===== src/include/fetch_cfg.svh =====
// build-time constants for the fetch front end; IMEM_BASE must stay 8-byte aligned and IMEM_LAT >= 1
`ifndef FETCH_CFG_SVH
`define FETCH_CFG_SVH

// ==================================================
// program counter
// ==================================================

// first address fetched after reset
`define FETCH_RESET_PC 64'h0000_0000_8000_0000

// width of pc and fetch bus addresses
`define FETCH_AW 64

// ==================================================
// instruction memory
// ==================================================

// byte address of word 0
`define IMEM_BASE `FETCH_RESET_PC

// number of 64-bit words, 2 KB in total
`define IMEM_WORDS 256

// cycles from accepted request to rvalid
`define IMEM_LAT 3

`endif


===== src/design/fetch_pkg.sv =====
// shared fetch types; rresp_t keeps the 2-bit AXI response encoding, only OKAY and SLVERR are produced
`default_nettype none

package fetch_pkg;

  // ==================================================
  // fetch unit read machine
  // ==================================================

  // idle issues arvalid, wait holds rready until the response
  typedef enum logic {
    FS_IDLE = 1'b0,
    FS_WAIT = 1'b1
  } fetch_state_t;

  // ==================================================
  // read response codes
  // ==================================================

  typedef enum logic [1:0] {
    RESP_OKAY   = 2'd0,
    RESP_SLVERR = 2'd2
  } rresp_t;

endpackage

`default_nettype wire


===== src/design/fetch_unit.sv =====
// single-outstanding fetch unit; rst_n is active high, redirects are ignored while stall_i is high
`default_nettype none

`include "fetch_cfg.svh"

module fetch_unit (
  input  wire                     clk,
  input  wire                     rst_n,
  input  wire                     redirect_i,
  input  wire [`FETCH_AW-1:0]     redirect_pc_i,
  input  wire                     stall_i,
  input  wire                     arready_i,
  input  wire                     rvalid_i,
  input  wire [63:0]              rdata_i,
  input  wire fetch_pkg::rresp_t  rresp_i,
  output logic                    arvalid_o,
  output logic [`FETCH_AW-1:0]    araddr_o,
  output logic                    rready_o,
  output logic                    if_valid_o,
  output logic [`FETCH_AW-1:0]    if_pc_o,
  output logic [31:0]             if_inst_o,
  output logic                    if_fault_o
);

  fetch_pkg::fetch_state_t state_q;
  fetch_pkg::fetch_state_t state_d;

  logic                 arvalid_q;
  logic                 rready_q;
  logic                 discard_q;
  logic [`FETCH_AW-1:0] pc_q;

  logic redirect_acc;
  logic fetch_done;
  logic fetch_keep;

  // a redirect only counts when later stages are moving
  assign redirect_acc = redirect_i & ~stall_i;

  // stall holds the response in the memory
  assign rready_o   = rready_q & ~stall_i;
  assign fetch_done = rready_q & rvalid_i & ~stall_i;

  // response in flight at a redirect is dropped
  assign fetch_keep = fetch_done & ~discard_q & ~redirect_acc;

  // ==================================================
  // read request machine
  // ==================================================

  always_comb begin
    state_d = state_q;
    case (state_q)
      fetch_pkg::FS_IDLE: begin
        if (arvalid_q && arready_i) begin
          state_d = fetch_pkg::FS_WAIT;
        end
      end
      fetch_pkg::FS_WAIT: begin
        if (fetch_done) begin
          state_d = fetch_pkg::FS_IDLE;
        end
      end
      default: state_d = fetch_pkg::FS_IDLE;
    endcase
  end

  always_ff @(posedge clk) begin
    if (rst_n) begin
      state_q   <= fetch_pkg::FS_IDLE;
      arvalid_q <= 1'b0;
      rready_q  <= 1'b0;
    end else begin
      state_q <= state_d;
      if (state_q == fetch_pkg::FS_IDLE) begin
        if (state_d == fetch_pkg::FS_WAIT) begin
          arvalid_q <= 1'b0;
          rready_q  <= 1'b1;
        end else begin
          arvalid_q <= 1'b1;
        end
      end else if (state_d == fetch_pkg::FS_IDLE) begin
        // one idle cycle with arvalid low before the next request
        rready_q <= 1'b0;
      end
    end
  end

  // marks the outstanding response as stale
  always_ff @(posedge clk) begin
    if (rst_n) begin
      discard_q <= 1'b0;
    end else if (fetch_done) begin
      discard_q <= 1'b0;
    end else if (redirect_acc && state_q == fetch_pkg::FS_WAIT) begin
      discard_q <= 1'b1;
    end
  end

  // ==================================================
  // program counter
  // ==================================================

  always_ff @(posedge clk) begin
    if (rst_n) begin
      pc_q <= `FETCH_RESET_PC;
    end else if (redirect_acc) begin
      pc_q <= redirect_pc_i;
    end else if (fetch_keep) begin
      pc_q <= pc_q + `FETCH_AW'(4);
    end
  end

  // redirect target goes straight onto the bus when idle
  assign arvalid_o = arvalid_q;
  assign araddr_o  = (redirect_acc && state_q == fetch_pkg::FS_IDLE) ? redirect_pc_i : pc_q;

  // ==================================================
  // instruction select
  // ==================================================

  assign if_valid_o = fetch_keep;
  assign if_pc_o    = pc_q;
  assign if_inst_o  = pc_q[2] ? rdata_i[63:32] : rdata_i[31:0];
  assign if_fault_o = (rresp_i == fetch_pkg::RESP_SLVERR);

endmodule

`default_nettype wire


===== config.mk =====
export PLATFORM = sky130hd
export DESIGN_NAME = fetch_unit
export DESIGN_NICKNAME = d
export VERILOG_FILES = /design/src/design/fetch_pkg.sv /design/src/design/fetch_unit.sv
export VERILOG_INCLUDE_DIRS = /design/src /design/src/include
export SDC_FILE = /design/constraint.sdc
export NUM_CORES = 1
export LEC_CHECK = 0
export ABC_AREA = 1
export BUFFER_PORTS_ARGS = -buffer_cell sky130_fd_sc_hd__buf_2
export CAP_MARGIN = 20
export CORE_MARGIN = 5
export CORE_UTILIZATION = 44
export CTS_BUF_LIST = sky130_fd_sc_hd__clkbuf_2 sky130_fd_sc_hd__clkbuf_4 sky130_fd_sc_hd__clkbuf_8
export DETAILED_ROUTE_END_ITERATION = 8
export MAX_ROUTING_LAYER = met4
export PLACE_DENSITY = 0.85
export SETUP_SLACK_MARGIN = 0.05
export SLEW_MARGIN = 5
export SYNTH_ARGS = -nofsm -noshare
export SYNTH_HDL_FRONTEND = slang
export SYNTH_SLANG_ARGS = --single-unit

===== constraint.sdc =====
create_clock -name clk -period 1.4 [get_ports clk]
set_input_delay 0.14 -clock clk [delete_from_list [all_inputs] [get_ports clk]]
set_output_delay 0.14 -clock clk [all_outputs]
set_load 0.02 [all_outputs]

==> results of run 1 <==
metrics by stage:
stage | worst slack (ns) | hold slack, ns | util, % | TNS (ns) | instance area, um^2
floorplan | -0.125 | 0.298 | - | -1.08 | 6410
global placement | -0.216 | 0.399 | 67.2 | -5.02 | 9220
detailed placement | -0.215 | 0.416 | 67.2 | -7.67 | 9220
CTS | -0.315 | 0.0195 | 85.4 | -27.93 | 11700
synth_stat cells (all sizes together):
library cell	n	area, um^2
o211a	1	10.0
and2	1	6.26
a21oi	43	215
buf	19	98.8
o211ai	1	7.51
a21o	1	7.51
nand4	7	43.8
mux2	17	191
inv	172	646
ha	1	12.5
o21ai	70	350
clkinv	1	3.75
nor3	2	21.3
dfxtp	68	1360
xnor2	7	61.3
or2	1	6.26
clkbuf	25	93.8
nand2	400	1530
a221oi	1	8.76
nand3	66	335
o22ai	40	250
nor2	139	598
xor2	13	114
a211oi	1	7.51
a31oi	19	119
timing repair:
item                       in CTS
hold buffers                    0
pin swaps                      98
gates resized for setup       491
buffers inserted               33
gates cloned                   15
setup endpoints to repair     159
cells by family after synthesis:
family                   count (synthesis)
adder cells (fa/ha/maj)                  1
AND/OR/NAND/NOR                        616
multiplexers                            17
AO/OA/AOI/OAI                          177
buffers and inverters                  217
flip-flops                              68
XOR/XNOR                                20
==> reports/metrics.cfg, run 1 <==
[global_routing]
grt_max_degree = 43

[synthesis]
synth-simple-area-share_pct = 41.7
syn-num-nets = 1253
synth_seq_cells = 68
mappedNetlistArea_um2 = 6100
ys_warn_count = 0
yosysSeqAreaShare_pct = 22.3
syn-instance-count = 1116
synth-compound-area-share_pct = 16.0
synthXorXnorAreaFrac_pct = 2.87
ys_types = 35
synth_top_family_by_area = simple AND/OR/NAND/NOR gates
synthMuxAreaShare_pct = 3.14
syn_area_per_cell_um2 = 5.47
synthAdderAreaFrac_pct = 0.205

[placed_design]
dp.cells = 1705
place_hpwl_mm = 22.5
gp_congestion = 1.03
io_buffers = 299

[clocking]
clockRootBuffer = clkbuf_8
clock-sinks = 68
numCtsBuffers = 9
htreeDepth = 3
cts_buffer_depth = 2

[outcome]
error_line = [ERROR DPL-0038] Utilization greater than 100%, impossible to legalize
status = stopped before the end
failing_step = global routing (5_1_grt)

[floorplan]
boundaryPins = 300
die_w_um = 128
die_h_um = 128
num_rows = 43
initial_core_util_pct = 44.5

[timing]
crit_endpoint = araddr_o[0]
endpoint_type = output port

==> run 2, diff against run 1 <==
--- a/config.mk
+++ b/config.mk
@@ -10,12 +10,9 @@
 export BUFFER_PORTS_ARGS = -buffer_cell sky130_fd_sc_hd__buf_2
 export CAP_MARGIN = 20
 export CORE_MARGIN = 5
-export CORE_UTILIZATION = 44
-export CTS_BUF_LIST = sky130_fd_sc_hd__clkbuf_2 sky130_fd_sc_hd__clkbuf_4 sky130_fd_sc_hd__clkbuf_8
+export CORE_UTILIZATION = 40
 export DETAILED_ROUTE_END_ITERATION = 8
-export MAX_ROUTING_LAYER = met4
-export PLACE_DENSITY = 0.85
-export SETUP_SLACK_MARGIN = 0.05
+export PLACE_DENSITY_LB_ADDON = 0.15
 export SLEW_MARGIN = 5
 export SYNTH_ARGS = -nofsm -noshare
 export SYNTH_HDL_FRONTEND = slang
==> constraint.sdc (replaced) <==
create_clock -name clk -period 1.8 [get_ports clk]
set_input_delay 0.18 -clock clk [delete_from_list [all_inputs] [get_ports clk]]
set_output_delay 0.18 -clock clk [all_outputs]
set_load 0.02 [all_outputs]
==> run 2 against run 1 <==
Against the previous run:
- the run now ends clean
- synthesized area is the same
- synthesized cell count is the same
==> reports/metrics.cfg, run 2 <==
[outcome]
status = finished clean  ; was stopped before the end

[clocking]
cts_buffer_depth = 2  ; unchanged
numCtsBuffers = 9  ; unchanged
htreeDepth = 3  ; unchanged
clkLatencyLatePin_ns = 0.34
clockRootBuffer = clkbuf_16  ; was clkbuf_8
cts_tree = done
clock-sinks = 68  ; unchanged
cts.clk_slew.worst_paths_ns = 0.06

[synthesis]
async_reset_ff_share_pct = 0  ; unchanged
syn-num-nets = 1253  ; unchanged
synth.area.top_cells = nand2_1, dfxtp_1, inv_1  ; unchanged
yosysTopAreaCell = nand2_1  ; unchanged
synth_edf_count = 0  ; unchanged
yosysTopAreaCellShare_pct = 23.9  ; unchanged
syn_area_per_cell_um2 = 5.47  ; unchanged
synth_common_cells = nand2_1, inv_1, nor2_1  ; unchanged
ys.flop_type = dfxtp_1  ; unchanged
syn-instance-count = 1116  ; unchanged
ys_warn_count = 0  ; unchanged
synth_seq_cells = 68  ; unchanged
ys_types = 35  ; unchanged
mappedNetlistArea_um2 = 6100  ; unchanged
yosysSeqAreaShare_pct = 22.3  ; unchanged
yosysMostFrequentCell = nand2_1  ; unchanged

[timing]
final_max_slew_viol_count = 0
hold_violations = 0
worst_slack_ns = 0.0510
slew_headroom_pct = 74.7
grt_setup_unrepaired = yes
fmax_ghz = 0.572
final.min_clock_period_ns = 1.75
fin_skew_ns = 0.00752
timing.final.crit_share_pct = 97.2
setup_viol = 0
worst_slew_pin_slew_ns = 0.378

[routing]
drtIter0Drc = 736
viasPerCell = 5.10
wl_per_cell_um = 16.6
vias = 8470
drc = 0
ant_nets = 0
dr.pass1.iters = 5
drt_wl_total_mm = 27.5

[global_routing]
grt_pass1_vias = 8008
grt_antenna_before_repair = 3
overflow = 0
grt_util_all_layers_pct = 29.4
grt_pass1_wl_mm = 41.9
grt_max_degree = 51

[setup_path]
critPathMaxFanout = 50
worstPathArrival_ns = 1.57
end_kind = output port
start_kind = register
path_class = register to output port
required_ns = 1.62

[worst_hold_path]
hold_class = input port to register

[job]
maxCapViolCount = 0

[layout]
area_growth_pct = 45.3
final_util_pct = 58.7
final_common_cell = nand2_1
final_cell_mix = nand2_1, buf_2, inv_1
nets = 1601
fin_cells = 1660
largest_reg_flops = 64
final_area_um2 = 8860
drive_gt1_share_pct = 32.8

[power_and_ir_drop]
vdd_ir_drop_max_mv = 0.438
p_comb_share_pct = 30.6
power.internal_uw = 3340
power.switching_uw = 1770
power_frac_seq_pct = 32.9
power_switching_share_pct = 34.6
leakage_uw = 0.00455
clock_power_share_pct = 36.5
p_per_area_nw_per_um2 = 576
finalPower_uw = 5110

[floorplan]
boundaryPins = 300  ; unchanged
num_rows = 45  ; was 43
core_area_um2 = 15100
initial_core_util_pct = 40.4  ; was 44.5%
die_h_um = 134  ; was 128 um
die_w_um = 134  ; was 128 um
die_area_um2 = 17800

[placed_design]
io_buffers = 299  ; unchanged
gp_congestion = 1.02  ; was 1.03
place_hpwl_mm = 21.4  ; was 22.5 mm
dp.cells = 1628  ; was 1705
post_dp_cell_area_um2 = 8230  ; was 9220 um^2
dp_slack_ns = 0.0561  ; was -0.215 ns

run 2: cell counts after synthesis:
Identical to the previous run, type by type.
run 2: layout make-up:
type                       instances  area [um^2]
fill                            1566         6220
timing repair buffer             381         2290
antenna                            3         7.51
clock buffer                      12          256
inverter                         173          649
multi-input combinational        831         4010
sequential                        68         1370
tap                              188          235
clock inverter                     4         47.5
run 2: kinds of logic after synthesis:
| group | after synthesis | share of synthesized area [%] |
|---|---|---|
| and+or+nand+nor | 616 | 41.7 |
| buffers and inverters | 217 | 13.8 |
| AOI/OAI and AO/OA | 177 | 16.0 |
| DFF | 68 | 22.3 |
| xor gates and xnor gates | 20 | 2.87 |
| muxes | 17 | 3.14 |
| adders and majority gates | 1 | 0.205 |
run 2: worst paths after layout:
kind                            depth (start not counted)        startpoint           end  slack (ns)
worst max-delay path                                    5           state_q  araddr_o[60]        0.05
worst min-delay path                                    3  redirect_pc_i[8]    if_pc_o[8]        0.11
worst max register to register                          9       if_pc_o[34]   if_pc_o[43]        0.09
worst min register to register                          1           state_q      rready_q        0.48
run 2: worst max-delay path: stages, from the launching register on:
cell	delay (ns)
dfxtp_2	0.33
inv_2	0.10
nand2_8	0.11
buf_12	0.19
o21ai_1	0.25
buf_2	0.22
run 2: timing repair:
item | in CTS | in global routing
cloned | 3 | 1
endpoints found under the setup margin | 20 | 76
gates resized for setup | 5 | 53
pin swaps | 2 | 5
buffers inserted | 4 | 5
hold buffers | 0 | 0
endpoints found under the hold margin | 0 | 0
run 2: power groups by stage:
| stage | clock, uW | sequential, uW | combinational, uW |
|---|---|---|---|
| global route | 1920 | 1690 | 1700 |
| finish | 1860 | 1680 | 1560 |
| global placement | 0 | 1710 | 1490 |
| detailed placement | 0 | 1710 | 1500 |
| CTS | 1860 | 1680 | 1540 |
| floorplan | 0 | 1800 | 753 |
run 2: metrics by stage:
step	hold slack, ns	setup TNS (ns)
floorplan	0.347	0
global placement	0.452	0
detailed placement	0.469	0
CTS	0.116	0
global route	0.118	-0.113
finish	0.114	0
run 2: layer usage:
layer  GRT usage [%]  wire length, um  vias to the layer above
li1                -                -                     4216
met4            11.4              877                        0
met2            51.0            13500                      398
met5               0                0                        -
met3            5.59             2260                       55
met1            36.0            10900                     3801
(Power assumes the default switching activity.)
