## config.mk

```make
export PLATFORM = sky130hd
export DESIGN_NAME = if_id_reg
export DESIGN_NICKNAME = d
export VERILOG_FILES = /design/src/design/if_id_reg.sv
export VERILOG_INCLUDE_DIRS = /design/src /design/src/include
export SDC_FILE = /design/constraint.sdc
export NUM_CORES = 1
export LEC_CHECK = 0
export CAP_MARGIN = 20
export CORE_MARGIN = 10
export CORE_UTILIZATION = 60
export DETAILED_ROUTE_END_ITERATION = 10
export DONT_BUFFER_PORTS = 1
export GPL_TIMING_DRIVEN = 0
export PLACE_DENSITY = 0.76
export SLEW_MARGIN = 5
export SYNTH_ARGS = -nofsm -noshare
export SYNTH_HDL_FRONTEND = slang
export SYNTH_SLANG_ARGS = --single-unit
```

## constraint.sdc

```tcl
create_clock -name clk -period 6.6 [get_ports clk]
set_input_delay 0.66 -clock clk [delete_from_list [all_inputs] [get_ports clk]]
set_output_delay 0.66 -clock clk [all_outputs]
set_load 0.005 [all_outputs]
```

## src/include/fetch_cfg.svh

```systemverilog
// build-time constants for the fetch front end; IMEM_BASE must stay 8-byte aligned and IMEM_LAT >= 1
`ifndef FETCH_CFG_SVH
`define FETCH_CFG_SVH

// ==================================================
// program counter
// ==================================================

// first address fetched after reset
`define FETCH_RESET_PC 64'h0000_0000_8000_0000

// width of pc and fetch bus addresses
`define FETCH_AW 64

// ==================================================
// instruction memory
// ==================================================

// byte address of word 0
`define IMEM_BASE `FETCH_RESET_PC

// number of 64-bit words, 2 KB in total
`define IMEM_WORDS 256

// cycles from accepted request to rvalid
`define IMEM_LAT 3

`endif

```

## src/design/if_id_reg.sv

```systemverilog
// IF/ID stage register; flush beats stall, and valid drops when no new instruction arrives
`default_nettype none

`include "fetch_cfg.svh"

module if_id_reg (
  input  wire                  clk,
  input  wire                  rst_n,
  input  wire                  stall_i,
  input  wire                  flush_i,
  input  wire                  in_valid_i,
  input  wire [`FETCH_AW-1:0]  in_pc_i,
  input  wire [31:0]           in_inst_i,
  input  wire                  in_fault_i,
  output logic                 id_valid_o,
  output logic [`FETCH_AW-1:0] id_pc_o,
  output logic [31:0]          id_inst_o,
  output logic                 id_fault_o
);

  // valid flag
  always_ff @(posedge clk) begin
    if (rst_n) begin
      id_valid_o <= 1'b0;
    end else if (flush_i) begin
      id_valid_o <= 1'b0;
    end else if (!stall_i) begin
      id_valid_o <= in_valid_i;
    end
  end

  // payload only moves on a new instruction
  always_ff @(posedge clk) begin
    if (!flush_i && !stall_i && in_valid_i) begin
      id_pc_o    <= in_pc_i;
      id_inst_o  <= in_inst_i;
      id_fault_o <= in_fault_i;
    end
  end

endmodule

`default_nettype wire

```

Word-level counts from Yosys, hierarchy flattened
Cells that the tools add are included.
{"block": "totals", "ff_bits": 98, "out_inout_bits": 98, "wordCells": 9}
{"block": "classes", "n_reduce_logical": 5}
{"op": "logical AND 1 bit", "n": 2}
{"op": "zero test 1 bit", "n": 2}
{"op": "OR reduction 2 bit", "n": 1}

Logic depth before layout (Yosys ltp)
Gate-level depths: netlist (run 1).
{"block": "logic_depth", "word_depth": 3, "mapped_depth": 2, "depth_no_buf": 2}

Worst setup path before layout (run 1)
No wires, ideal clock.
{"block": "synth_timing", "path_type": "in2reg", "from": "in stall_i", "to": "reg id_fault_o (enable)", "setup_ns": 0.555, "arrival_time_ns": 4.861, "required_time_ns": 6.045, "path_slack_ns": 1.185, "path_stages": 2, "cell_sequence": "nand2b_4 -> nor2_1"}
{"block": "synth_between", "elab_chain_cells": 3}
{"item": "start: declaration", "line_no": "if_id_reg.sv:9", "rtl": "input wire stall_i,"}
{"item": "zero test 1 bit", "line_no": "if_id_reg.sv:34", "rtl": "if (!flush_i && !stall_i && in_valid_i) begin"}
{"item": "logical AND 1 bit (2 in a row)", "line_no": "if_id_reg.sv:34"}
{"item": "end signal: assignment", "line_no": "if_id_reg.sv:37", "rtl": "id_fault_o <= in_fault_i;"}
{"item": "end: declaration", "line_no": "if_id_reg.sv:18", "rtl": "output logic id_fault_o"}
No other way between the ends.
A chain may end at the register's enable or synchronous reset.

Final worst setup path (run 1)
{"block": "layout_timing", "from": "in stall_i", "to": "reg id_pc_o[48] (enable)"}
{"block": "layout_between", "elab_chain_cells": 3}
{"item": "zero test 1 bit", "line_no": "if_id_reg.sv:34"}
{"item": "logical AND 1 bit (2 in a row)", "line_no": "if_id_reg.sv:34"}
{"item": "end signal: assignment", "line_no": "if_id_reg.sv:35", "rtl": "id_pc_o <= in_pc_i;"}
{"item": "end: declaration", "line_no": "if_id_reg.sv:16", "rtl": "output logic [`FETCH_AW-1:0] id_pc_o,"}
No other way between the ends.

==> results.ini, run 1 <==
[global_routing]
grt_overflow=0
antenna_found_initial=0
use_met1=0.151
grt_max_degree=41
grt_pass1_wl_mm=8.80
globalRouteMet3Util=0.0906
use_met2=0.254
grt_pass1_vias=1195
track_usage=0.154
grt.busiest_layer=met2

[place]
post_dp_cell_area_um2=3100
place_ws_ns=4.65
placed_cells=171
gp_congestion=0.642
io_buffers=0

[clock_tree]
cts_tree=built
insertion_delay_ns=0.34
clock_path_buffers=2
cts_hold_buf=0
htreeDepth=3
root_buffer=clkbuf_8
post_cts_buffers=0
clk_pin_slew_ns=0.09
cts_resized=0
cts_sinks=98
numCtsBuffers=9

[timing]
final_max_slew_viol_count=0
hold_viol=0
tightest_slew_ns=0.656
max_freq_ghz=0.624
skew_ns=0
setup_tns_ns=0
rsz0062_at_grt=no
min_period_ns=1.60
slew_headroom=0.562
whs_ns=0.371
min_period_over_period=0.243
finalSetupViolations=0
setup_ws_ns=5.00

[synthesis]
syn_avg_cell_area_um2=29.1
yosysSeqAreaShare=0.989
synth_cells=102
synth_cell_types=6
synth_warnings=0
synthesis.area_um2=2970
synth_seq_cells=98
synth.net_count=204

[setup_path]
cp_data_arrival_time_ns=1.63
crit_type=in -> reg
path_max_fanout=40
crit_required_ns=6.63
cp-end-kind=register
cp-start-kind=input pin

[cells_and_area]
fin_nets=217
layout_commonest_cell=edfxtp_1
final_area_um2=3350
instances_no_fill=187
num_antenna_cells=0
drive_gt1_frac=0.175
syn_to_final_growth_pct=12.9
final_cell_mix=97 x edfxtp_1, 11 x clkbuf_8, 3 x bufinv_16

[outcome]
outcome=finished, final reports clean

[drt]
vias_per_cell=5.72
ant_nets=0
wl_mm=6.49
num_vias=1069
post_drt_wl_per_cell_um=34.7
first_pass_iters=4
drcViolationCount=0
drtIter0Drc=46

[flow_run]
drv_cap=0

[floorplan]
std_cell_rows=25
io_pins=200
die_h_um=90.3
die-area_um2=8160
die_w_um=90.3
initial_core_util=0.624
core-area_um2=4750

[power]
p_leak_uw=0.00106
ir_drop_mv=0.235
power_density_nw_per_um2=356

[worst_hold_path]
hp-class=in -> reg

synthesized netlist by cell type:
master    count  share of area
a211oi_2      1         0.0042
dfxtp_1       1         0.0067
edfxtp_1     97           0.98
nand2_1       1         0.0013
nand2b_4      1         0.0046
nor2_1        1         0.0013
per-stage QoR:
step                utilization  power (uW)
floorplan                     -         751
global placement          0.642         762
detailed placement        0.652         762
CTS                       0.704        1210
global route              0.704        1240
finish                    0.704        1190
layer usage:
layer | vias to the layer above | share of wire
li1 | 438 | -
met1 | 502 | 0.34
met2 | 121 | 0.52
met3 | 8 | 0.13
met4 | 0 | 0.013
met5 | - | 0
cell families (layout without fill, tap and decap cells):
family / Yosys count / in the layout / synth area share
AOI/OAI and AO/OA: 1 / 1 / 0.00422
buffers and inverters: 0 / 18 / 0
DFF: 98 / 98 / 0.989
and+or+nand+nor: 3 / 3 / 0.00717
worst paths after layout:
check                                start     endpoint  slack (ns)  cells past startpoint
worst min-delay path               flush_i   id_valid_o        0.37                      1
worst max-delay path               stall_i  id_pc_o[48]        5.00                      3
worst min register to register  id_valid_o   id_valid_o        0.51                      2
worst max register to register  id_valid_o   id_valid_o        5.87                      2
registers in the layout (all words and copies together) (netlist names):
register and cells:
id_fault_o 1, id_inst_o 32, id_pc_o 64, id_valid_o 1
report_power, final:
group | switching (uW) | leakage, uW | internal [uW]
Sequential | 17.6 | 0.000899 | 718
Clock | 175 | 0.000129 | 271
Combinational | 8.66 | 0.0000294 | 2.72
worst max-delay path, cell delays in order:
cell and delay [ns]:
nand2b_4 0.13, nor2_4 0.51, buf_12 0.31
cell type report:
type	count	area (um^2)
clock buffers	11	151
clock inverters	5	100
fillers	306	1410
multi-input cells	4	41.3
flip-flops and latches	98	2930
well taps	67	83.8
repair buffers	2	40.0
(Power assumes the default switching activity.)
==> run 2: changes to the inputs <==
CORE_UTILIZATION = 54   (was 60)
PLACE_DENSITY = 0.72   (was 0.76)
clock period = 1.47 ns   (was 6.6 ns; I/O delays follow)
==> run 2 against run 1 <==
Global-route usage grew 3.8 points. Worst hold slack lost 0.28 ns. Sequential share of layout area shrank 19 points. Final area grew 27%. Die area grew 8.6%. Core utilization grew 11 points. Clock skew is the same. Critical path depth is the same. Wire length grew 32%. Sequential cell count is the same. First-iteration DRC count grew 65%. Cell count grew 55%. Critical path type is now reg -> reg. Largest cell class unchanged. Largest power group unchanged. Highest routed layer unchanged.
==> results.ini, run 2 (synthesis gave the netlist of run 1 again) <==
[cells_and_area]
fillCellCount=254
top_regs=id_pc_o: 64 flops, id_inst_o: 32 flops
largest_reg_flops=64
fin_nets=316
final_cell_mix=99 x dlygate4sd3_1, 97 x edfxtp_1, 10 x clkbuf_8
fin_util=0.819
num_antenna_cells=0
syn_to_final_growth_pct=43.8
drive_gt1_frac=0.0913
largest-register=id_pc_o
instances_no_fill=289
layout_commonest_cell=dlygate4sd3_1

[drt]
num_vias=1526
drcViolationCount=0
drtIter0Drc=76
first_pass_iters=4
post_drt_wl_per_cell_um=29.6
ant_nets=0
wl_mm=8.55
vias_per_cell=5.28

[clock_tree]
insertion_delay_ns=0.34
numCtsBuffers=9
cts_sinks=98
post_cts_buffers=0
htreeDepth=3
clock_path_buffers=2
clk_pin_slew_ns=0.09
root_buffer=clkbuf_8
cts_tree=built

[flow_run]
drv_cap=0

[setup_path]
timing.rr.start=id_valid_o
cp-end-kind=register
cp-start-kind=register
cp_data_arrival_time_ns=1.66
critical_path.startpoint=id_valid_o
crit_required_ns=1.76
crit_type=reg -> reg
r2r_cells=3
path_max_fanout=2
r2r_setup_slack_ns=0.1
rr_endpoint=id_valid_o

[place]
io_buffers=0
gp_congestion=0.701
placed_cells=174
hpwlAfterDp_mm=5.70

[timing]
finalSetupViolations=0
final_max_slew_viol_count=0
hold_viol=0
slew_headroom=0.598
setup_tns_ns=0
rsz0062_at_grt=no
whs_ns=0.0898
max_freq_ghz=0.728
min_period_ns=1.37
min_period_over_period=0.934
tightest_slew_ns=0.602
skew_ns=0

[global_routing]
grt_max_degree=41
grt_pass1_wl_mm=12.0
grt_overflow=0
antenna_found_initial=0
track_usage=0.192
grt_pass1_vias=1717

[worst_hold_path]
min-delay-start=flush_i
hold_depth=1
holdPathEnd=id_pc_o[16]
hp-class=in -> reg

[floorplan]
std_cell_rows=26
io_pins=200
die_h_um=94.1
initial_core_util=0.570
die_w_um=94.1
die-area_um2=8860
core-area_um2=5200

[outcome]
outcome=finished, final reports clean

[power]
power_density_nw_per_um2=1190
ir_drop_mv=0.923
p_leak_uw=0.00143
total_power_uw=5080

## run 2: cell types whose count changed in the layout (fill, tap and decap cells not counted), sizes merged
cell,previous run,this run
bufinv,3,0
dlygate4sd3,0,99
clkinv,2,4
clkinvlp,0,1
## run 2: metal layers
| layer | track usage | vias up | wire length, um |
|---|---|---|---|
| li1 | - | 636 | - |
| met1 | 0.187 | 732 | 2760 |
| met2 | 0.323 | 142 | 4480 |
| met3 | 0.114 | 16 | 1130 |
| met4 | 0.0810 | 0 | 183 |
| met5 | 0 | - | 0 |
## run 2: how the worst max path moves through the flow
stage,to,slack (ns),cells after the start
2_1_floorplan,id_fault_o,-0.66,2
3_3_place_gp,id_pc_o[54],-0.92,2
3_5_place_dp,id_pc_o[7],0.06,3
4_1_cts,id_valid_o,0.18,3
5_1_grt,id_valid_o,0.07,3
6_report,id_valid_o,0.1,3
## run 2: area by class of cell
cell class,instances,area (um^2),area share
well taps,70,87.6,0.0205
multi-input cells,4,41.3,0.00968
flip-flops and latches,98,2930,0.688
clock inverters,5,31.3,0.00733
repair buffers,101,1030,0.242
clock buffers,11,141,0.0331
## run 2: what timing repair did
item / in CTS / in global routing
hold buffers: 99 / 0
gates resized for setup: 0 / 0
hold endpoints to repair: 98 / 0
## run 2: worst max-delay path: stages, from the launching register on
cell           delay, ns
dfxtp_1             0.37
nand2_1             0.11
a211oi_2            0.25
dlygate4sd3_1       0.58
## run 2: report_power, final
group / switching (uW) / internal [uW] / leakage (uW) / total, uW
clock: 842 / 656 / 0.0000891 / 1500
sequential: 88.6 / 3220 / 0.000899 / 3310
combinational: 89.6 / 187 / 0.000445 / 276
## run 2: metrics by stage
stage / area, um^2 / setup WS (ns)
after floorplan: 2970 / -0.660
after global placement: 3060 / -0.920
after detailed placement: 3100 / 0.0567
after CTS: 4270 / 0.176
after global routing: 4270 / 0.0744
final: 4270 / 0.0968
==> run 3: changes to the inputs <==
RECOVER_POWER = 50   (was default)
==> run 3 against run 2 <==
Worst hold slack improved by 0.0041 ns. Largest cell class unchanged. Global-route usage did not move. Critical path type unchanged. Clock-buffer cell count did not move. Via count rose by 0.26%. Core utilization fell by 0.14 points. Sequential share of layout area rose by 0.12 points. Sequential cell count did not move. Die area did not move. Sequential power barely moved.
==> results.ini, run 3 (synthesis gave the netlist of run 1 again) <==
[place]
io_buffers=0
gp_congestion=0.701
hpwlAfterDp_mm=5.70
place_ws_ns=0.0567
post_dp_cell_area_um2=3100

[timing]
final_max_slew_viol_count=0
max_freq_ghz=0.730
skew_ns=0
finalSetupViolations=0
hold_viol=0
whs_ns=0.0939
min_period_over_period=0.932
min_period_ns=1.37
rsz0062_at_grt=no
setup_tns_ns=0
slew_headroom=0.596
setup_ws_ns=0.0992
tightest_slew_ns=0.605

[power]
power_density_nw_per_um2=1190
ir_drop_mv=0.921
p_leak_uw=0.00143

[floorplan]
std_cell_rows=26
core-area_um2=5200
die-area_um2=8860
die_w_um=94.1
io_pins=200
die_h_um=94.1
initial_core_util=0.570

[clock_tree]
clk_pin_slew_ns=0.08
htreeDepth=3
numCtsBuffers=9
cts_hold_buf=99
clock_path_buffers=2
cts_resized=0
root_buffer=clkbuf_8
cts_sinks=98
post_cts_buffers=0
insertion_delay_ns=0.34
cts_tree=built

[global_routing]
grt_pass1_wl_mm=12.0
grt_max_degree=41
antenna_found_initial=0
grt_overflow=0
track_usage=0.192
grt_pass1_vias=1717

[flow_run]
drv_cap=0

[drt]
drcViolationCount=0
num_vias=1530
post_drt_wl_per_cell_um=29.6
vias_per_cell=5.29
wl_mm=8.54
drtIter0Drc=72
first_pass_iters=4
ant_nets=0

[cells_and_area]
final_cell_mix=99 x dlygate4sd3_1, 97 x edfxtp_1, 10 x clkbuf_8
top_regs=id_pc_o: 64 flops, id_inst_o: 32 flops
num_antenna_cells=0
syn_to_final_growth_pct=43.5
layout_commonest_cell=dlygate4sd3_1
final_area_um2=4260
largest-register=id_pc_o
drive_gt1_frac=0.0868
largest_reg_flops=64
fin_nets=316

[setup_path]
r2r_cells=3
timing.rr.start=id_valid_o
critical_path.startpoint=id_valid_o
r2r_setup_slack_ns=0.1
rr_endpoint=id_valid_o
cp_data_arrival_time_ns=1.66
cp-start-kind=register
crit_path_end=id_valid_o
cp-end-kind=register
crit_required_ns=1.76
crit_type=reg -> reg
path_max_fanout=2

[outcome]
outcome=finished, final reports clean

[worst_hold_path]
hp-class=in -> reg

run 3: cell types whose count changed in the layout (fill, tap and decap cells not counted):
cell and change:
nand2b_4 -1, nand2b_1 +1
run 3: worst min-delay path by stage:
stage                 start       endpoint  slack, ns  depth (start not counted)
floorplan           flush_i     id_valid_o       0.21                          1
global placement    flush_i     id_valid_o       0.21                          1
detailed placement  flush_i     id_valid_o       0.22                          1
CTS                 flush_i     id_pc_o[5]       0.08                          1
global route        flush_i  id_inst_o[12]       0.09                          1
finish              flush_i    id_pc_o[16]       0.09                          1
run 3: report_power, final:
part,switching (uW),internal [uW],total [uW]
logic,89.8,185,275
registers,88.6,3220,3310
clock network,838,656,1490
run 3: cell type report:
cell class | instances | area (um^2)
fillers | 256 | 947
clock buffers | 11 | 141
flip-flops and latches | 98 | 2930
well taps | 70 | 87.6
multi-input cells | 4 | 33.8
repair buffers | 101 | 1030
clock inverters | 5 | 31.3
run 3: per-layer routing:
| layer | wire length, um | vias to the layer above | share of wire | GRT usage |
|---|---|---|---|---|
| met5 | 0 | - | 0 | 0 |
| li1 | - | 637 | - | - |
| met2 | 4480 | 143 | 0.52 | 0.323 |
| met3 | 1130 | 16 | 0.13 | 0.114 |
| met4 | 183 | 0 | 0.021 | 0.0810 |
| met1 | 2750 | 734 | 0.32 | 0.187 |
run 3: worst max-delay path, stage by stage, from the launching register on:
cell and delay [ns]:
dfxtp_1 0.37, nand2_1 0.11, a211oi_2 0.25, dlygate4sd3_1 0.58
run 3: stage by stage:
stage,utilization,power (uW),cells
floorplan,-,3370,102
global placement,0.588,3410,172
detailed placement,0.596,3430,174
CTS,0.819,5080,289
global route,0.818,5270,289
finish,0.818,5080,289
